[src/rtl/isp_pixel_pkg.sv]
`default_nettype none

package isp_pixel_pkg;

    // bits per colour component
    localparam int PIXEL_WIDTH = 16;

    // one unsigned colour component
    typedef logic [PIXEL_WIDTH-1:0] pixel_t;

    // saturation level for every stage
    localparam pixel_t PIXEL_MAX = '1;

    // demosaiced pixel, red in the top bits
    typedef struct packed {
        pixel_t red;
        pixel_t green;
        pixel_t blue;
    } rgb_pixel_t;

endpackage

`default_nettype wire

[src/rtl/isp_config_pkg.sv]
`default_nettype none

package isp_config_pkg;

    localparam int GAIN_WIDTH     = 16;
    localparam int COEFF_WIDTH    = 16;
    localparam int ADDR_WIDTH     = 32;
    localparam int MEM_DATA_WIDTH = 64;

    // unsigned gain, binary point given by the white balance parameter
    typedef logic [GAIN_WIDTH-1:0] gain_t;

    // two's complement coefficient, binary point given by the matrix parameter
    typedef logic signed [COEFF_WIDTH-1:0] coeff_t;

    // per-channel gain and black level
    typedef struct packed {
        gain_t                 gain_red;
        gain_t                 gain_green;
        gain_t                 gain_blue;
        isp_pixel_pkg::pixel_t black_red;
        isp_pixel_pkg::pixel_t black_green;
        isp_pixel_pkg::pixel_t black_blue;
    } wb_config_t;

    // element 3*row + col
    // row 0 produces red, col 0 weights the red input
    typedef coeff_t [8:0] cc_matrix_t;

    // frame buffer interface
    typedef logic [ADDR_WIDTH-1:0]     addr_t;
    typedef logic [MEM_DATA_WIDTH-1:0] mem_word_t;

endpackage

`default_nettype wire

[src/rtl/white_balance.sv]
`default_nettype none

module white_balance #(
    parameter int WB_FRAC_BITS = 8
) (
    input  logic                       clk,
    input  logic                       reset,
    input  logic                       in_valid,
    input  isp_pixel_pkg::rgb_pixel_t  in_pixel,
    input  isp_config_pkg::wb_config_t wb_config,
    output logic                       out_valid,
    output isp_pixel_pkg::rgb_pixel_t  out_pixel
);

    import isp_pixel_pkg::*;
    import isp_config_pkg::*;

    // full product of a component and a gain
    localparam int PROD_WIDTH = PIXEL_WIDTH + GAIN_WIDTH;

    rgb_pixel_t balanced;

    // black level removal, gain and saturation for one component
    function automatic pixel_t balance(
        input pixel_t value,
        input pixel_t black,
        input gain_t  gain
    );
        pixel_t                lifted;
        logic [PROD_WIDTH-1:0] product;
        logic [PROD_WIDTH-1:0] scaled;

        // black level above the sample gives zero
        lifted  = (value > black) ? value - black : '0;
        product = lifted * gain;
        scaled  = product >> WB_FRAC_BITS;

        // anything left above the pixel range saturates
        if (|scaled[PROD_WIDTH-1:PIXEL_WIDTH]) begin
            return PIXEL_MAX;
        end
        return scaled[PIXEL_WIDTH-1:0];
    endfunction

    always_comb begin
        balanced.red   = balance(in_pixel.red, wb_config.black_red,
                                 wb_config.gain_red);
        balanced.green = balance(in_pixel.green, wb_config.black_green,
                                 wb_config.gain_green);
        balanced.blue  = balance(in_pixel.blue, wb_config.black_blue,
                                 wb_config.gain_blue);
    end

    // single pipeline stage
    always_ff @(posedge clk, posedge reset) begin
        if (reset) begin
            out_valid <= 1'b0;
            out_pixel <= '0;
        end else begin
            out_valid <= in_valid;
            // pixel holds between strobes
            if (in_valid) begin
                out_pixel <= balanced;
            end
        end
    end

endmodule

`default_nettype wire

[config.mk]
export PLATFORM = sky130hd
export DESIGN_NAME = white_balance
export DESIGN_NICKNAME = d
export VERILOG_FILES = /design/src/rtl/isp_pixel_pkg.sv /design/src/rtl/isp_config_pkg.sv /design/src/rtl/white_balance.sv
export SDC_FILE = /design/constraint.sdc
export NUM_CORES = 2
export LEC_CHECK = 0
export BUFFER_PORTS_ARGS = -buffer_cell sky130_fd_sc_hd__buf_4
export CORE_AREA = 2 2 269 218
export DETAILED_ROUTE_END_ITERATION = 12
export DIE_AREA = 0 0 271 220
export GPL_TIMING_DRIVEN = 0
export PLACE_DENSITY = 0.73
export SYNTH_ARGS = -nofsm -noshare
export SYNTH_HDL_FRONTEND = slang
export SYNTH_SLANG_ARGS = --single-unit
[constraint.sdc]
create_clock -name clk -period 1.7 [get_ports clk]
set_input_delay 0.255 -clock clk [delete_from_list [all_inputs] [get_ports clk]]
set_output_delay 0.255 -clock clk [all_outputs]
set_load 0.02 [all_outputs]
Yosys cells after proc, flatten, opt, wreduce, memory -nomap -nowiden
Index checks and enable logic that the tools add are counted.
- register bits after elaboration: 49
- output and inout port bits: 49
- word-level logic and storage cells: 28
- add/subtract/negate cells: 3
- $mul: 3
- order comparisons: 3
- mux-type cells: 12
- reduce and logical (&&, ||, !) cells: 3
- operator list (operator ; count):
    $mux 16 ; 9
    $mul 16x16->32 ; 3
    $gt 16x16->1 ; 3
    $sub 16x16->16 ; 3
    $reduce_or 8->1 ; 3
    $mux 1 ; 3

Longest topological paths before layout
- depth in word-level cells: 6
- mapped depth: 39
- gate-level depth less buffers: 36

Worst setup path after synthesis
Ideal clock, no wire load.
- path type: input to register
- from: input wb_config[1] in the netlist's numbering
- to: register out_pixel[4] in the netlist's numbering
- setup time: 122 ps
- data arrival time: 8525 ps
- data required time: 1578 ps
- setup slack: -6947 ps
- cell stages on the path: 33
- cells stage by stage: inv_1 > ha_1 > nor2b_1 > o21ai_0 > a21boi_0 > o21ai_0 > a21boi_0 > o21ai_0 > a21o_1 > nand4_1 > a41oi_1 > buf_2 > mux2_2 > fa_1 > inv_1 > fa_1 > inv_1 > fa_1 > fa_1 > inv_1 > fa_1 > ha_1 > ha_1 > a21o_1 > a21oi_1 > o21ai_0 > a221o_1 > o41ai_2 > o21ai_1 > or3_4 > a2111oi_4 > buf_6 > a21oi_2
- longest elaborated chain between the ends: 6
- elaborated cells on any way between the ends: 7
- those cells by class: add/sub: 1; mul: 1; order compare: 1; mux: 3; reduce/logical: 1
- ends and longest elaborated chain (what ; line ; RTL):
    start: declaration ; white_balance.sv:10 ; input isp_config_pkg::wb_config_t wb_config,
    $sub 16x16->16 / $gt 16x16->1 (equally long branches) ; white_balance.sv:34 ; lifted = (value > black) ? value - black : '0;
    $mux 16 * ; white_balance.sv:34 ;
    $mul 16x16->32 * ; white_balance.sv:35 ; product = lifted * gain;
    $reduce_or 8->1 ; white_balance.sv:39 ; if (|scaled[PROD_WIDTH-1:PIXEL_WIDTH]) begin
    $mux 1 ; white_balance.sv:39 ;
    $mux 16 * ; white_balance.sv:42 ; return scaled[PIXEL_WIDTH-1:0];
    end signal: assignment ; white_balance.sv:63 ; out_pixel <= balanced;
    end: declaration ; white_balance.sv:12 ; output isp_pixel_pkg::rgb_pixel_t out_pixel
Every way passes the cells marked *; elsewhere a longest branch is shown, timed or not.
A chain may end at the register's enable or synchronous reset.

Final worst setup path
- from: input in_pixel[16] in the netlist's numbering
- to: register out_pixel[22] in the netlist's numbering
- longest elaborated chain between the ends: 6
- elaborated cells on any way between the ends: 7
- those cells by class: add/sub: 1; mul: 1; order compare: 1; mux: 3; reduce/logical: 1
- ends and longest elaborated chain (what ; line ; RTL):
    start: declaration ; white_balance.sv:9 ; input isp_pixel_pkg::rgb_pixel_t in_pixel,
    $sub 16x16->16 / $gt 16x16->1 (equally long branches) ; white_balance.sv:34 ;
    $mux 16 * ; white_balance.sv:34 ;
    $mul 16x16->32 * ; white_balance.sv:35 ;
    $reduce_or 8->1 ; white_balance.sv:39 ;
    $mux 1 ; white_balance.sv:39 ;
    $mux 16 * ; white_balance.sv:42 ;
Marked as above.

==> out/qor.log <==
INFO  outcome        run_status=finished with violations
INFO  outcome        failed_checks=setup timing
INFO  grt            grt_first_pass_wirelength=151900µm
INFO  timing         setup-violations-final=48
INFO  critical_path  critical_path_peak_fanout=5
INFO  timing         final.period_utilization=479.6%
INFO  die            die_width=271µm
INFO  die            floorplan.initialDensity=54.06%
INFO  yosys          yosys_most_used_dff=dfrtp_1
INFO  critical_path  worstPathArrival=8320ps
INFO  worst_hold_path min_path_cells=1
INFO  clock_tree     clock_insertion_delay_worst_skew=300ps
INFO  grt            first_global_vias=28208
INFO  timing         finalMaxSlewViolations=0
INFO  final_layout   final_cells=4821
INFO  placement      port_buffers=192
INFO  grt            globalRoute.totalOverflow=0
INFO  clock_tree     cts-htree-levels=2
INFO  placement      dp_slack=-8192ps
INFO  worst_hold_path timing.hold.worst.class=in -> reg
INFO  route          post_drt_wl_per_cell=19.65µm
INFO  critical_path  crit-reg2reg-capture=out_pixel[28]
INFO  yosys          fraction_of_the_mapped_netlist_area_in_compound_gates=10.02%
INFO  route          firstDrtPassIters=7
INFO  power          total_leakage_power=0.01887µW
INFO  critical_path  critical_path.reg2reg.startpoint=out_pixel[28]
INFO  final_layout   num-fill-cells=4749
INFO  final_layout   num-nets-final=5130
INFO  grt            initial_antenna_violation_count=1
INFO  yosys          synth.most_common_cell=inv_1
INFO  clock_tree     cts-root-to-sink-buffers=2
INFO  route          drc=0
INFO  worst_hold_path hold_end=out_valid
INFO  critical_path  critical_path_required=1860ps
INFO  timing         max_freq=0.1227GHz
INFO  timing         finalClockSkew=0ps
INFO  placement      gp_congestion=0.9979
INFO  yosys          post_synthesis_instance_total=3684
INFO  critical_path  cp-end-kind=flop
INFO  critical_path  cp_slowest_stage_delay=550ps
INFO  timing         period_minus_slack=8153ps
INFO  clock_tree     cts.root.buffer_cell=clkbuf_16
INFO  power          vdd.ir_drop.worst=2.975mV
INFO  route          drt.antenna.violating_nets=0
INFO  critical_path  reg2reg_setup_slack=860ps
INFO  route          drt_iter0_markers=2374
INFO  clock_tree     tritoncts_num_sinks=49
INFO  grt            maximum_number_of_pins_on_one_net_before_global_route_repair=42
INFO  die            io-pin-count=196
INFO  yosys          synth-seq-cells=49
INFO  yosys          post_synth_xor_area_fraction=2.689%
INFO  job            drv_cap=0
INFO  worst_hold_path worst_hold_startpoint=in_valid
INFO  yosys          synthSimpleGateAreaFrac=19.00%
INFO  timing         rsz0062_at_grt=yes
INFO  die            die_h=220µm
INFO  yosys          async_flop_share=100.0%
INFO  critical_path  critical_path.startpoint_type=input port
INFO  yosys          post_synthesis_instance_area=30940µm²
INFO  grt            grt_usage=32.38%
INFO  yosys          main_combinational_cell_family_by_area_after_synthesis=adder cells
INFO  die            placeableCoreArea=57230µm²
INFO  final_layout   flow.area_growth_from_synthesis=21.64%
INFO  placement      dp.cells=4646
INFO  route          route.final.wire_length=94750µm
INFO  critical_path  worst_path_max_delay_cell=fa_1
INFO  clock_tree     tritoncts=done
INFO  route          dr_total_vias=27445
INFO  clock_tree     cts_inserted_buffers=5
INFO  final_layout   post_route_cells_drive_above_1_share=20.44%
INFO  yosys          synth.area.top_cells=fa_1 38%, ha_1 14%, inv_1 9.7%, and2_1 5.2%, nand2_1 4.9%
INFO  clock_tree     cts.clk_slew.worst_paths=80ps
INFO  die            number_of_standard_cell_rows_in_the_floorplan=79
INFO  route          vias_per_cell=5.693
INFO  yosys          ys_types=81
INFO  yosys          synth_commonest_cells=798 x inv_1, 582 x fa_1, 401 x nand2_1, 351 x ha_1, 258 x and2_1
INFO  placement      dp_hpwl=77010µm
INFO  yosys          syn-num-nets=4764
INFO  die            die_area=59620µm²
INFO  power          pwr_density_cell=2059nW/µm²
INFO  critical_path  reg2reg_depth=2
INFO  yosys          yosys_warnings=0
INFO  yosys          number_of_enable_type_register_cells_in_the_synthesized_netlist=0
INFO  critical_path  critPathKind=in -> reg
INFO  yosys          yosysSeqAreaShare=3.963%
INFO  critical_path  critical_path.most_common_cell=fa_1
INFO  timing         timing_hold_violations_final=0
INFO  timing         setup_ws=-6453ps
INFO  yosys          synth_top_cell_by_area=fa_1
INFO  yosys          post_synth_fa_ha_maj_area_fraction=51.85%
INFO  timing         actual_transition_at_the_worst_max_transition_pin=1289ps
INFO  yosys          avgSynthCellArea=8.399µm²
INFO  yosys          synthDominantCellAreaShare=37.66%
INFO  timing         slew_headroom=12.99%
INFO  yosys          yosys-mux-area-fraction=0.7481%
==> layer usage <==
layer  up-vias  global-route usage, %  wire length [µm]  part of all wire (%)
met4         0                  8.692              2908                   3.1
met5         -                      0                 0                     0
met2      1382                  50.72             41700                    44
met3       206                  7.159             10470                    11
li1      12342                      -                 -                     -
met1     13515                  45.45             39680                    42
==> flip-flops by register name (all words and copies together) (netlist names) <==
register	flops
out_pixel	48
out_valid	1
==> logic make-up (layout without fill, tap and decap cells) <==
group | after synthesis | in the layout
buffers and inverters | 959 | 1326
xor gates and xnor gates | 95 | 95
and+or+nand+nor | 1159 | 1159
other | 0 | 1
DFF | 49 | 49
adders and majority gates | 933 | 933
AOI/OAI and AO/OA | 467 | 467
muxes | 22 | 22
==> per-stage QoR <==
stage / power, µW / instance area, µm² / util (%) / TNS (ps) / hold WS (ps)
floorplan: 48180 / 31620 / - / -295580 / 286.4
global placement: 61400 / 34030 / 59.45 / -399680 / 373.2
detailed placement: 61990 / 34050 / 59.49 / -379350 / 201.5
CTS: 72160 / 36720 / 64.17 / -300780 / 61.41
global route: 84740 / 37630 / 65.76 / -318420 / 56.41
finish: 77500 / 37640 / 65.76 / -307120 / 59.91
==> timing repair <==
| action | CTS | global route |
|---|---|---|
| hold buffers | 1 | 0 |
| cloned | 2 | 2 |
| endpoints found under the hold margin | 8 | 0 |
| pin swaps | 161 | 123 |
| endpoints found under the setup margin | 48 | 48 |
| resized for setup | 357 | 142 |
| buffers inserted | 135 | 46 |
==> critical path, delay by kind of cell <==
| kind | cells | cell delay (ps) |
|---|---|---|
| buffers and inverters | 12 | 1120 |
| adders and majority gates | 9 | 3800 |
| xor gates and xnor gates | 1 | 140 |
| AOI/OAI and AO/OA | 10 | 1690 |
| muxes | 1 | 270 |
| and+or+nand+nor | 6 | 1030 |
==> final cells by class <==
type	instances	area, µm²	area share (%)
antenna	1	2.502	0.006649
buffer	142	985.9	2.620
clock buffer	5	125.1	0.3324
clock inverter	3	25.02	0.06649
inverter	798	3035	8.065
multi-input combinational	2676	28210	74.95
sequential	49	1226	3.258
tap	769	962.2	2.557
timing repair buffer	378	3065	8.145
==> worst max-delay path by stage <==
| stage | start | end |
|---|---|---|
| 6_report | in_pixel[16] | out_pixel[22] |
| 5_1_grt | wb_config[1] | out_pixel[8] |
| 4_1_cts | wb_config[1] | out_pixel[4] |
| 3_5_place_dp | in_pixel[0] | out_pixel[4] |
| 3_3_place_gp | in_pixel[0] | out_pixel[4] |
| 2_1_floorplan | wb_config[1] | out_pixel[4] |
==> cell usage in the layout (no fill, tap or decap), types with 70 or more instances in the layout <==
cell type  instances
a21oi_1           95
and2_1           242
clkbuf_1          70
buf_4            349
and3_1           102
nand2_1          393
ha_1             309
fa_1             564
nor2_1           115
inv_1            769
==> where the power goes <==
part	internal [µW]	switching (µW)	leakage, µW
combinational	32200	42300	0.0184
clock	558	502	0.0000708
sequential	1460	425	0.000441
Power figures use the tool's default switching activity.
