--- src/rtl/isp_pixel_pkg.sv ---
`default_nettype none

package isp_pixel_pkg;

    // bits per colour component
    localparam int PIXEL_WIDTH = 16;

    // one unsigned colour component
    typedef logic [PIXEL_WIDTH-1:0] pixel_t;

    // saturation level for every stage
    localparam pixel_t PIXEL_MAX = '1;

    // demosaiced pixel, red in the top bits
    typedef struct packed {
        pixel_t red;
        pixel_t green;
        pixel_t blue;
    } rgb_pixel_t;

endpackage

`default_nettype wire

--- src/rtl/isp_config_pkg.sv ---
`default_nettype none

package isp_config_pkg;

    localparam int GAIN_WIDTH     = 16;
    localparam int COEFF_WIDTH    = 16;
    localparam int ADDR_WIDTH     = 32;
    localparam int MEM_DATA_WIDTH = 64;

    // unsigned gain, binary point given by the white balance parameter
    typedef logic [GAIN_WIDTH-1:0] gain_t;

    // two's complement coefficient, binary point given by the matrix parameter
    typedef logic signed [COEFF_WIDTH-1:0] coeff_t;

    // per-channel gain and black level
    typedef struct packed {
        gain_t                 gain_red;
        gain_t                 gain_green;
        gain_t                 gain_blue;
        isp_pixel_pkg::pixel_t black_red;
        isp_pixel_pkg::pixel_t black_green;
        isp_pixel_pkg::pixel_t black_blue;
    } wb_config_t;

    // element 3*row + col
    // row 0 produces red, col 0 weights the red input
    typedef coeff_t [8:0] cc_matrix_t;

    // frame buffer interface
    typedef logic [ADDR_WIDTH-1:0]     addr_t;
    typedef logic [MEM_DATA_WIDTH-1:0] mem_word_t;

endpackage

`default_nettype wire

--- src/rtl/frame_writer.sv ---
`default_nettype none

module frame_writer (
    input  logic                      clk,
    input  logic                      reset,
    input  logic                      new_frame,
    input  isp_config_pkg::addr_t     frame_base_addr,
    input  logic                      pixel_valid,
    input  isp_pixel_pkg::rgb_pixel_t pixel,
    output logic                      write_enable,
    output isp_config_pkg::addr_t     write_address,
    output isp_config_pkg::mem_word_t write_data
);

    import isp_pixel_pkg::*;
    import isp_config_pkg::*;

    // unused low bits of the memory word
    localparam int PAD_WIDTH = MEM_DATA_WIDTH - 3 * PIXEL_WIDTH;

    // every finished pixel is written in its own cycle
    assign write_enable = pixel_valid;

    // red, green, blue from the top, zero padding below
    assign write_data = {pixel, {PAD_WIDTH{1'b0}}};

    // address of the current write
    always_ff @(posedge clk, posedge reset) begin
        if (reset) begin
            write_address <= '0;
        end else if (new_frame) begin
            // frame start wins over a write in the same cycle
            write_address <= frame_base_addr;
        end else if (pixel_valid) begin
            write_address <= write_address + ADDR_WIDTH'(1);
        end
    end

endmodule

`default_nettype wire

--- config.mk ---
export PLATFORM = sky130hd
export DESIGN_NAME = frame_writer
export DESIGN_NICKNAME = d
export VERILOG_FILES = /design/src/rtl/isp_pixel_pkg.sv /design/src/rtl/isp_config_pkg.sv /design/src/rtl/frame_writer.sv
export SDC_FILE = /design/constraint.sdc
export NUM_CORES = 1
export LEC_CHECK = 0
export ABC_AREA = 1
export BUFFER_PORTS_ARGS = -buffer_cell sky130_fd_sc_hd__buf_2
export CAP_MARGIN = 20
export CORE_MARGIN = 2
export CORE_UTILIZATION = 43
export DETAILED_ROUTE_END_ITERATION = 7
export GPL_TIMING_DRIVEN = 0
export MAX_ROUTING_LAYER = met4
export PLACE_DENSITY = 0.79
export RECOVER_POWER = 50
export SETUP_SLACK_MARGIN = 0.15
export SLEW_MARGIN = 20
export SYNTH_ARGS = -nofsm -noshare
export SYNTH_HDL_FRONTEND = slang
export SYNTH_SLANG_ARGS = --single-unit
--- constraint.sdc ---
create_clock -name clk -period 1.81 [get_ports clk]
set_input_delay 0.0905 -clock clk [delete_from_list [all_inputs] [get_ports clk]]
set_output_delay 0.0905 -clock clk [all_outputs]
set_load 0.03 [all_outputs]
== Yosys cells after proc, flatten, opt, wreduce, memory -nomap -nowiden ==
Cells that the tools add are included.
Storage, ports and cells
  flip-flop bits (word level): 32
  word-level logic and storage cells: 5
  input bits: 84
  output and inout port bits: 97
Cells by class
  reduce and logical (&&, ||, !) cells: 1
  mux-type cells: 2
  $add $sub $neg: 1
Operators with widths (number)
  $mux W32: 2
  $add A32 B1 Y32 const B: 1
  $reduce_bool A2 Y1: 1

== Longest topological paths before layout ==
Gate-level depths: netlist (run 1).
  depth in word-level cells: 3
  gate-level depth with buffers: 9
  depth with buffers taken out: 9

== Worst setup path before layout (run 1) ==
Ideal clock, no wire load.
  kind: flip-flop to flip-flop
  start point: reg write_address[0]
  end point: reg write_address[30]
  stages on the path, launching flop included: 9
  setup slack: 0.207 ns
  period minus slack after synthesis: 1.603 ns
  library setup time: 0.122 ns
  data arrival time: 1.481 ns
  data required time: 1.688 ns
  buffers on the path: 0
  path through: dfrtp_1 -> ha_1 -> nand2_2 -> nor2_4 -> nand2_2 -> nor2_4 -> nand3_1 -> nand3_1 -> nand2_1
On the way
  cells in the longest elaborated chain, start to end: 3
RTL lines
  from (decl): RTL line frame_writer.sv:11  | output isp_config_pkg::addr_t write_address,
  from (signal assigned): RTL line frame_writer.sv:33  | write_address <= frame_base_addr;
  from (signal assigned): RTL line frame_writer.sv:35  | write_address <= write_address + ADDR_WIDTH'(1);
  $add A32 B1 Y32: RTL line frame_writer.sv:35
  $mux W32: RTL line frame_writer.sv:34  | end else if (pixel_valid) begin
  $mux W32: RTL line frame_writer.sv:31  | end else if (new_frame) begin
Every way passes these cells. The select of a mux whose other input is x is not followed.
A chain may end at the register's enable or synchronous reset.

== Worst setup path after layout (run 1) ==
  start point: reg write_address[1]
  end point: reg write_address[22]
The elaborated chain is that of the path after synthesis.

==> summary.txt, run 1 <==
Run status
  – Outcome: complete, no violations

Clock tree
  – Num CTS Buffers: 5
  – Worst-path clk slew: 70 ps
  – Clock sinks: 32
  – Clock root cell: clkbuf_8
  – CTS tree: done
  – H-tree depth: 2
  – Clock buffer depth: 2
  – Clk_lat worst skew: 280 ps

Synth
  – Ys flop type: dfrtp_1
  – Cell variety after synth: 25
  – EDFF count, synth: 0
  – Average size of a mapped cell: 7.02 µm²
  – Mapped Cells: 395
  – Post-Syn Area: 2770 µm²
  – Fraction of registers with async set/reset: 100%
  – YS warnings: 0
  – Seq/Total Area, Yosys: 28.9%
  – Synthesized flop and latch total: 32

Detailed routing
  – Met1 wire length: 3.04 mm
  – Number of DRC markers in iteration 0: 148
  – Via/cell ratio: 4.66
  – Post-DRT Antenna Nets: 0
  – Routed Wire Length: 7.52 mm
  – DR WL met2: 3.63 mm
  – Top Metal Used: met4
  – Metal3 WL: 724 µm
  – First drt pass iteration count: 4
  – Vias: 2,861
  – WL per Instance: 12.2 µm
  – # DRC: 0

GRT
  – Global-route wire length before repair: 12.0 mm
  – Largest net degree at the start of global routing: 33
  – Total track usage: 21.0%
  – Total grt overflow: 0
  – Vias in the first global route: 2,644
  – Initial antenna violation count: 0

Timing
  – Crit path time final: 1570 ps
  – Final hold violations: 0
  – Hold slack: 29.3 ps
  – Final Skew: 4.64 ps
  – Final Max Slew Viols: 0
  – Worst-Margin Slew: 1260 ps
  – Final period util: 86.9%
  – RSZ-0062 raised after global routing: no
  – Final setup TNS: 0 ps
  – Final-report setup violation count: 0
  – Slew margin rel.: 15.9%
  – Fmax: 0.636 GHz

Setup path
  – Critical Path Max Stage Delay: 420 ps
  – CP required: 1980 ps
  – Slowest CP cell: dfrtp_1
  – Setup crit end kind: flop
  – Critical path data arrival time: 1740 ps
  – Critical Path Source Type: flop
  – Crit path kind: reg -> reg
  – CP Cell Sequence: ha_1 -> nand2_2 -> nor2_4 -> nand2_2 -> nor2_4 -> nand3_1 -> nand3_1 -> nand2_1
  – CP max FO: 6

Die
  – Core ar.: 6280 µm²
  – Die ar.: 7110 µm²
  – Row cnt: 29
  – Die width: 84.3 µm
  – Ports: 181
  – Initial Utilization: 44.2%
  – Chip height: 84.3 µm

Finish
  – Layout cell share with drive strength beyond 1: 31.1%
  – Layout area overhead: 28.1%
  – FILL cells: 645
  – Post-route insts no fill: 614
  – Most frequent cells in the layout: nand2_1 (113), buf_4 (67), buf_2 (66)
  – Largest Register: write_address
  – Biggest regs: write_address: 32 flops
  – Commonest non-fill, non-tap cell in the layout: nand2_1
  – Nets@finish: 621
  – Max reg flops: 32
  – Number of antenna diodes: 0

Power and ir drop
  – Seq pwr share: 38.5%
  – Leakage power: 1.78 nW
  – Clk pwr share: 24.5%
  – Peak VDD IR: 0.000320 V
  – Switching power: 0.964 mW
  – PD cells: 664 nW/µm²
  – Sw frac: 40.8%
  – Internal: 1.40 mW
  – Design Power: 2.36 mW
  – Gate power share: 37.0%

Place
  – Gpl congestion: 0.939
  – Placed insts: 602
  – Dpl hpwl: 5.80 mm
  – Port bufs: 115

Worst hold path
  – Hold crit path type: in -> reg

Job
  – Max-cap viol count: 0
==> per-layer routing <==
layer  track usage [%]  up-vias
met3              4.13       13
met5                 -        -
met2              35.5      144
met4              7.04        0
met1              25.0     1244
li1                  -     1460
==> critical path, delay by kind of cell, from the launching register on <==
kind,cells,cell delay (ps)
adder cells (fa/ha/maj),1,210
flip-flops,1,420
AND/OR/NAND/NOR,7,830
==> worst paths after layout <==
kind,start,to,slack (ps),cells past startpoint
setup reg to reg,write_address[1],write_address[22],240,8
hold / removal,frame_base_addr[16],write_address[16],30,3
min in group asynchronous,reset,write_address[18],700,3
setup / recovery,write_address[1],write_address[22],240,8
max in group asynchronous,reset,write_address[7],360,3
hold reg to reg,write_address[0],write_address[0],540,1
==> layout make-up <==
cell class,count,area (µm²),share of cell area (%)
Multi-Input combinational cell,277,1400,39.4
Sequential cell,32,801,22.5
Timing Repair Buffer,119,537,15.1
Buffer,74,528,14.9
Inverter,27,101,2.85
Tap cell,77,96.3,2.71
Clock buffer,8,90.1,2.54
==> Yosys cell counts, types with 3 or more instances <==
cell type,count,area share [%]
nor2_1,34,4.6
o21bai_1,4,1.1
xor2_1,10,3.2
a22oi_1,24,6.5
clkbuf_1,4,0.54
buf_4,65,18
nor2_2,5,1.1
nand3_1,37,6.7
o21ai_0,4,0.72
nor2_4,9,3.7
nand2_1,113,15
inv_2,4,0.54
o211ai_1,3,0.81
inv_1,23,3.1
dfrtp_1,32,29
buf_2,5,0.90
and2_1,4,0.90
nand2_2,7,1.6
==> logic make-up after synthesis <==
group | count (synthesis) | synth area share [%]
flip-flops | 32 | 28.9
AND/OR/NAND/NOR | 213 | 35.2
XOR/XNOR | 10 | 3.16
adder cells (fa/ha/maj) | 1 | 0.451
other | 1 | 0.135
buffers and inverters | 101 | 22.7
AO/OA/AOI/OAI | 37 | 9.47
==> metrics by stage <==
stage	worst slack [ps]	util, %	area, µm²
6_report	238	56.6	3550
3_3_place_gp	272	55.8	3500
5_1_grt	88.0	56.6	3550
2_1_floorplan	207	-	2830
4_1_cts	221	57.4	3600
3_5_place_dp	239	55.8	3500
==> power by group through the flow <==
stage / clock network (mW) / registers [mW] / logic [mW]
2_1_floorplan: 0 / 1.05 / 0.510
3_3_place_gp: 0 / 0.915 / 0.870
3_5_place_dp: 0 / 0.919 / 0.882
4_1_cts: 0.590 / 0.907 / 0.886
5_1_grt: 0.621 / 0.922 / 0.942
6_report: 0.578 / 0.910 / 0.873
==> timing repair <==
action	4_1_cts	5_1_grt
hold buffers	1	0
gates resized for setup	0	0
setup buffers	0	3
hold endpoints to repair	32	0
endpoints found under the setup margin	0	3
No activity file was read; power rests on OpenSTA's default activity.
==> run 2, diff against run 1 <==
--- a/config.mk
+++ b/config.mk
@@ -9,11 +9,11 @@
 export BUFFER_PORTS_ARGS = -buffer_cell sky130_fd_sc_hd__buf_2
 export CAP_MARGIN = 20
 export CORE_MARGIN = 2
-export CORE_UTILIZATION = 43
+export CORE_UTILIZATION = 40
 export DETAILED_ROUTE_END_ITERATION = 7
 export GPL_TIMING_DRIVEN = 0
 export MAX_ROUTING_LAYER = met4
-export PLACE_DENSITY = 0.79
+export PLACE_DENSITY = 0.74
 export RECOVER_POWER = 50
 export SETUP_SLACK_MARGIN = 0.15
 export SLEW_MARGIN = 20
==> constraint.sdc (replaced) <==
create_clock -name clk -period 1.5 [get_ports clk]
set_input_delay 0.075 -clock clk [delete_from_list [all_inputs] [get_ports clk]]
set_output_delay 0.075 -clock clk [all_outputs]
set_load 0.03 [all_outputs]
==> run 2 against run 1 <==
Compared with the run above:
- cell count is 1.5% higher
- count of clock-buffer cells in the layout stayed put
- highest routed layer unchanged
- core utilization is 1.2 points lower
- worst hold slack worse by 19 ps
- first-iteration DRC count is 0.68% higher
==> summary.txt, run 2 (synthesis gave the netlist of run 1 again) <==
Power and ir drop
  – Design Power: 2.91 mW (was 2.36 mW)
  – Seq pwr share: 38.4% (was 38.5%)
  – Leakage power: 1.83 nW (was 1.78 nW)
  – Switching power: 1.19 mW (was 0.964 mW)
  – Peak VDD IR: 0.000448 V (was 0.000320 V)
  – Internal: 1.72 mW (was 1.40 mW)
  – PD cells: 777 nW/µm² (was 664 nW/µm²)
  – Sw frac: 40.8% (about the same)
  – Clk pwr share: 24.2% (was 24.5%)
  – Gate power share: 37.4% (was 37.0%)

Detailed routing
  – DR WL met2: 3.64 mm (was 3.63 mm)
  – Met1 wire length: 3.18 mm (was 3.04 mm)
  – WL per Instance: 12.2 µm (about the same)
  – Post-DRT Antenna Nets: 0 (unchanged)
  – Top Metal Used: met4 (unchanged)
  – Via/cell ratio: 4.73 (was 4.66)
  – Number of DRC markers in iteration 0: 149 (was 148)
  – Routed Wire Length: 7.61 mm (was 7.52 mm)
  – # DRC: 0 (unchanged)
  – First drt pass iteration count: 4 (unchanged)
  – Metal3 WL: 666 µm (was 724 µm)
  – Vias: 2,945 (was 2,861)

Setup path
  – Critical Path Source Type: flop (unchanged)
  – Crit path kind: reg -> reg (unchanged)
  – Critical Path Max Stage Delay: 420 ps (about the same)
  – Slowest CP cell: dfrtp_2 (was dfrtp_1)
  – Critical path data arrival time: 1610 ps (was 1740 ps)
  – CP required: 1670 ps (was 1980 ps)
  – Setup crit end kind: flop (unchanged)
  – CP Cell Sequence: ha_4 -> nand2_4 -> nor2_4 -> nand2_4 -> nor2_4 -> nand3_1 -> nand3_1 -> nand2_1 (was ha_1 -> nand2_2 -> nor2_4 -> nand2_2 -> nor2_4 -> nand3_1 -> nand3_1 -> nand2_1)
  – CP max FO: 5 (was 6)

Finish
  – Max reg flops: 32 (unchanged)
  – Commonest non-fill, non-tap cell in the layout: nand2_1 (unchanged)
  – Layout area overhead: 34.9% (was 28.1%)
  – Layout cell share with drive strength beyond 1: 40.1% (was 31.1%)
  – Largest Register: write_address (unchanged)
  – Final Core Density: 55.4% (was 56.6%)
  – Biggest regs: write_address: 32 flops (unchanged)
  – Nets@finish: 627 (was 621)
  – Number of antenna diodes: 0 (unchanged)
  – Most frequent cells in the layout: nand2_1 (109), buf_4 (73), buf_2 (71) (was nand2_1 (113), buf_4 (67), buf_2 (66))

Timing
  – Final Skew: 7.85 ps (was 4.64 ps)
  – Final-report setup violation count: 0 (unchanged)
  – Worst-Margin Slew: 694 ps (was 1260 ps)
  – RSZ-0062 raised after global routing: yes (was no)
  – Final period util: 96.0% (was 86.9%)
  – Slew margin rel.: 53.7% (was 15.9%)
  – Crit path time final: 1440 ps (was 1570 ps)
  – Final hold violations: 0 (unchanged)
  – Fmax: 0.694 GHz (was 0.636 GHz)
  – Final Max Slew Viols: 0 (unchanged)

Clock tree
  – Num CTS Buffers: 5 (unchanged)
  – Clock buffer depth: 2 (unchanged)
  – CTS tree: done (unchanged)
  – Worst-path clk slew: 70 ps (about the same)
  – Clock root cell: clkbuf_8 (unchanged)
  – H-tree depth: 2 (unchanged)
  – Clock sinks: 32 (unchanged)
  – Clk_lat worst skew: 280 ps (about the same)

Die
  – Chip height: 87.3 µm (was 84.3 µm)
  – Ports: 181 (unchanged)
  – Core ar.: 6760 µm² (was 6280 µm²)
  – Die width: 87.3 µm (was 84.3 µm)
  – Die ar.: 7620 µm² (was 7110 µm²)
  – Initial Utilization: 41.1% (was 44.2%)
  – Row cnt: 30 (was 29)

GRT
  – Largest net degree at the start of global routing: 33 (unchanged)
  – Initial antenna violation count: 0 (unchanged)
  – Global-route wire length before repair: 11.6 mm (was 12.0 mm)
  – Total grt overflow: 0 (unchanged)
  – Total track usage: 19.5% (was 21.0%)
  – Vias in the first global route: 2,573 (was 2,644)

Place
  – Gpl congestion: 0.931 (was 0.939)
  – Dpl hpwl: 5.82 mm (was 5.80 mm)
  – Port bufs: 115 (unchanged)

Run status
  – Outcome: complete, no violations (unchanged)

Job
  – Max-cap viol count: 0 (unchanged)

Worst hold path
  – Hold crit path type: in -> reg (unchanged)
## run 2: cell types whose count changed in the layout (fill, tap and decap cells not counted), sizes merged
| cell | before | now |
|---|---|---|
| buf | 133 | 145 |
| clkbuf | 67 | 61 |
## run 2: final timing paths
check	start	end	slack, ps	depth (start not counted)
setup / recovery	write_address[1]	write_address[24]	60	8
hold / removal	frame_base_addr[1]	write_address[1]	10	3
setup reg to reg	write_address[1]	write_address[24]	60	8
hold reg to reg	write_address[31]	write_address[31]	570	2
max in group asynchronous	reset	write_address[18]	550	3
min in group asynchronous	reset	write_address[0]	440	3
## run 2: routing by layer
metal	GRT usage, %	vias up
met1	24.8	1311
met3	2.75	11
met2	32.4	142
met5	-	-
li1	-	1481
met4	5.73	0
## run 2: critical path, delay by kind of cell, from the launching register on
kind	cells	cell delay [ps]
simple gates	7	750
fa+ha+maj	1	160
flops	1	420
## run 2: through the flow
stage / hold slack, ps / area [µm²] / instances / setup TNS (ps) / setup slack, ps
after global placement: 304 / 3550 / 605 / 0 / 70.5
after detailed placement: 224 / 3550 / 605 / 0 / 26.4
after CTS: 8.46 / 3690 / 617 / 0 / 42.2
after floorplan: 190 / 2880 / 410 / 0 / 82.1
after global routing: 19.8 / 3740 / 623 / -206 / -55.2
final: 9.79 / 3740 / 623 / 0 / 59.5
## run 2: area by class of cell
type,instances,area [µm²]
fillers,692,3020
plain buffers,74,528
flip-flops and latches,32,828
multi-input cells,277,1500
repair buffers,125,596
clock buffers,8,90.1
inverters,27,101
well taps,80,100
## run 2: timing repair
item / 4_1_cts / 5_1_grt
resized for setup: 3 / 20
pin swaps: 7 / 14
endpoints found under the setup margin: 16 / 25
hold buffers: 1 / 0
hold endpoints to repair: 32 / 0
setup buffers: 3 / 6
## run 2: power by group through the flow
stage	combinational (mW)	sequential, mW	clock (mW)
2_1_floorplan	0.621	1.28	0
3_3_place_gp	1.06	1.12	0
3_5_place_dp	1.07	1.13	0
4_1_cts	1.08	1.11	0.716
5_1_grt	1.18	1.13	0.752
6_report	1.09	1.12	0.702
==> run 3, diff against run 2 <==
--- a/config.mk
+++ b/config.mk
@@ -9,12 +9,14 @@
 export BUFFER_PORTS_ARGS = -buffer_cell sky130_fd_sc_hd__buf_2
 export CAP_MARGIN = 20
 export CORE_MARGIN = 2
-export CORE_UTILIZATION = 40
+export CORE_UTILIZATION = 39
 export DETAILED_ROUTE_END_ITERATION = 7
 export GPL_TIMING_DRIVEN = 0
+export HOLD_SLACK_MARGIN = 0.03
 export MAX_ROUTING_LAYER = met4
-export PLACE_DENSITY = 0.74
+export PLACE_DENSITY = 0.75
 export RECOVER_POWER = 50
+export REMOVE_ABC_BUFFERS = 1
 export SETUP_SLACK_MARGIN = 0.15
 export SLEW_MARGIN = 20
 export SYNTH_ARGS = -nofsm -noshare
==> constraint.sdc (replaced) <==
create_clock -name clk -period 1.3 [get_ports clk]
set_input_delay 0.065 -clock clk [delete_from_list [all_inputs] [get_ports clk]]
set_output_delay 0.065 -clock clk [all_outputs]
set_load 0.03 [all_outputs]
==> run 3 against run 2 <==
Compared with the run above:
- the run now ends with setup timing left
- wire length is 37% higher
- critical path depth unchanged
- sequential share of layout area rose by 1.0 points
- critical endpoint is now write_address[22]
- final area down 5.1%
- largest power group unchanged
==> summary.txt, run 3 (synthesis gave the netlist of run 1 again) <==
Clock tree
  – Num CTS Buffers: 5 (unchanged)
  – Clk_lat worst skew: 290 ps (was 280 ps)
  – Clock root cell: clkbuf_8 (unchanged)
  – Worst-path clk slew: 70 ps (about the same)
  – CTS tree: done (unchanged)
  – H-tree depth: 2 (unchanged)
  – Clock sinks: 32 (unchanged)
  – Clock buffer depth: 2 (unchanged)

Place
  – DP Worst Slack: -516 ps (was 26.4 ps)
  – Gpl congestion: 0.885 (was 0.931)
  – Placed insts: 500 (was 605)
  – Dpl hpwl: 7.70 mm (was 5.82 mm)
  – Port bufs: 68 (was 115)

GRT
  – Total grt overflow: 0 (unchanged)
  – Largest net degree at the start of global routing: 34 (was 33)
  – Vias in the first global route: 2,535 (was 2,573)
  – Global-route wire length before repair: 14.9 mm (was 11.6 mm)
  – Total track usage: 27.0% (was 19.5%)
  – Initial antenna violation count: 0 (unchanged)

Detailed routing
  – # DRC: 0 (unchanged)
  – Number of DRC markers in iteration 0: 162 (was 149)
  – Via/cell ratio: 4.92 (was 4.73)
  – Routed Wire Length: 10.4 mm (was 7.61 mm)
  – WL per Instance: 18.4 µm (was 12.2 µm)
  – First drt pass iteration count: 4 (unchanged)
  – Post-DRT Antenna Nets: 0 (unchanged)
  – Vias: 2,786 (was 2,945)

Setup path
  – Critical path data arrival time: 1650 ps (was 1610 ps)
  – Crit path kind: reg -> reg (unchanged)
  – CP max FO: 6 (was 5)
  – Critical Path Source Type: flop (unchanged)
  – Critical R2R Launch: write_address[0] (was write_address[1])
  – RR Endpoint: write_address[22] (was write_address[24])
  – FF-to-FF path depth: 8 (unchanged)
  – Setup crit end kind: flop (unchanged)
  – CP required: 1470 ps (was 1670 ps)
  – R2R Setup Slk: -190 ps (was 60 ps)

Timing
  – RSZ-0062 raised after global routing: yes (unchanged)
  – Final worst slack: -186 ps (was 59.5 ps)
  – Slew margin rel.: 50.5% (was 53.7%)
  – Final period util: 114% (was 96.0%)
  – Final Max Slew Viols: 0 (unchanged)
  – Crit path time final: 1490 ps (was 1440 ps)
  – Final Skew: 10.3 ps (was 7.85 ps)
  – Worst-Margin Slew: 741 ps (was 694 ps)
  – Fmax: 0.673 GHz (was 0.694 GHz)
  – Final-report setup violation count: 27 (was 0)
  – Final hold violations: 0 (unchanged)
  – Final setup TNS: -2300 ps (was 0 ps)

Finish
  – Nets@finish: 554 (was 627)
  – Reg area: 822 µm² (was 828 µm²)
  – Layout area overhead: 28.1% (was 34.9%)
  – Post-route insts no fill: 566 (was 623)
  – Commonest non-fill, non-tap cell in the layout: nand2_1 (unchanged)
  – Multi-input logic area: 1550 µm² (was 1500 µm²)
  – Layout cell share with drive strength beyond 1: 37.4% (was 40.1%)
  – Most frequent cells in the layout: nand2_1 (105), buf_2 (59), buf_4 (28) (was nand2_1 (109), buf_4 (73), buf_2 (71))
  – Max reg flops: 32 (unchanged)
  – Largest Register: write_address (unchanged)
  – FILL cells: 703 (was 692)
  – Biggest regs: write_address: 32 flops (unchanged)
  – Number of antenna diodes: 0 (unchanged)

Die
  – Ports: 181 (unchanged)
  – Die width: 88.3 µm (was 87.3 µm)
  – Initial Utilization: 40.6% (was 41.1%)
  – Core ar.: 6830 µm² (was 6760 µm²)
  – Chip height: 88.3 µm (was 87.3 µm)
  – Die ar.: 7800 µm² (was 7620 µm²)
  – Row cnt: 30 (unchanged)

Worst hold path
  – Hold crit path type: in -> reg (unchanged)
  – End of the worst hold path: write_address[25] (was write_address[1])
  – Hold depth: 3 (unchanged)
  – Hold path start: frame_base_addr[25] (was frame_base_addr[1])

Power and ir drop
  – Internal: 1.92 mW (was 1.72 mW)
  – PD cells: 877 nW/µm² (was 777 nW/µm²)
  – Gate power share: 33.4% (was 37.4%)
  – Clk pwr share: 25.7% (was 24.2%)
  – Sw frac: 38.3% (was 40.8%)
  – Seq pwr share: 40.9% (was 38.4%)
  – Peak VDD IR: 0.000373 V (was 0.000448 V)
  – Design Power: 3.12 mW (was 2.91 mW)
  – Leakage power: 1.63 nW (was 1.83 nW)
  – Switching power: 1.19 mW (about the same)

Job
  – Max-cap viol count: 0 (unchanged)

Run status
  – Outcome: complete, but fails checks (was complete, no violations)
  – Failing checks: setup timing
## run 3: changes by cell type in the layout (fill, tap and decap cells not counted), moves of 3 or more
cell	previous run	this run
dlygate4sd3_1	1	27
buf_2	71	59
nor2_1	29	25
nand3_1	31	24
nand2_2	9	13
dfrtp_2	22	17
buf_4	73	28
dfrtp_1	10	15
clkbuf_1	55	10
nand3_2	6	14
nor2_4	12	15
nand2_1	109	105
## run 3: per-layer routing
metal  vias to the layer above  global-route usage (%)  wire, µm  part of all wire, %
li1                       1328                       -         -                    -
met1                      1271                    26.5      3540                   34
met2                       168                    40.6      4600                   44
met3                        19                    23.7      2090                   20
met4                         0                    5.51       178                  1.7
met5                         -                       -         0                    0
## run 3: stage by stage
step	util (%)	area (µm²)	hold WS, ps
floorplan	-	2300	130
global placement	40.4	2760	130
detailed placement	40.5	2770	130
CTS	48.5	3310	31.0
global route	52.0	3550	50.9
finish	52.0	3550	30.5
## run 3: power by group through the flow
stage | sequential [mW] | clock [mW] | combinational, mW
floorplan | 1.46 | 0 | 0.372
global placement | 1.28 | 0 | 0.822
detailed placement | 1.28 | 0 | 0.837
CTS | 1.26 | 0.825 | 0.978
global route | 1.29 | 0.854 | 1.13
finish | 1.27 | 0.800 | 1.04
## run 3: worst max path at each step
stage / from / to / slack, ps / cells after the start
2_1_floorplan: write_address[0] / write_address[30] / -310 / 8
3_3_place_gp: new_frame / write_address[6] / -1160 / 4
3_5_place_dp: new_frame / write_address[26] / -520 / 6
4_1_cts: write_address[0] / write_address[22] / -150 / 8
6_report: write_address[0] / write_address[22] / -190 / 8
5_1_grt: write_address[0] / write_address[30] / -270 / 9
## run 3: what timing repair did
| item | CTS | global route |
|---|---|---|
| hold buffers | 27 | 0 |
| endpoints found under the setup margin | 29 | 31 |
| hold endpoints to repair | 58 | 0 |
| setup buffers | 14 | 16 |
| pin swaps | 15 | 17 |
| gates cloned | 1 | 0 |
| gates resized for setup | 23 | 40 |
## run 3: worst max-delay path, stage by stage, from the launching register on
cell and delay [ps]:
dfrtp_1 360, ha_2 200, nand2_2 80, nor2_4 170
nand2_2 110, nor2_4 210, nand3_1 90, nand3_1 90
nand2_1 60
## run 3: layout make-up
type	instances	share of cell area, %
clock buffer	8	2.54
timing repair buffer	125	24.1
tap	96	3.38
multi-input combinational	277	43.6
timing repair inverter	1	0.211
inverter	27	2.96
sequential	32	23.1
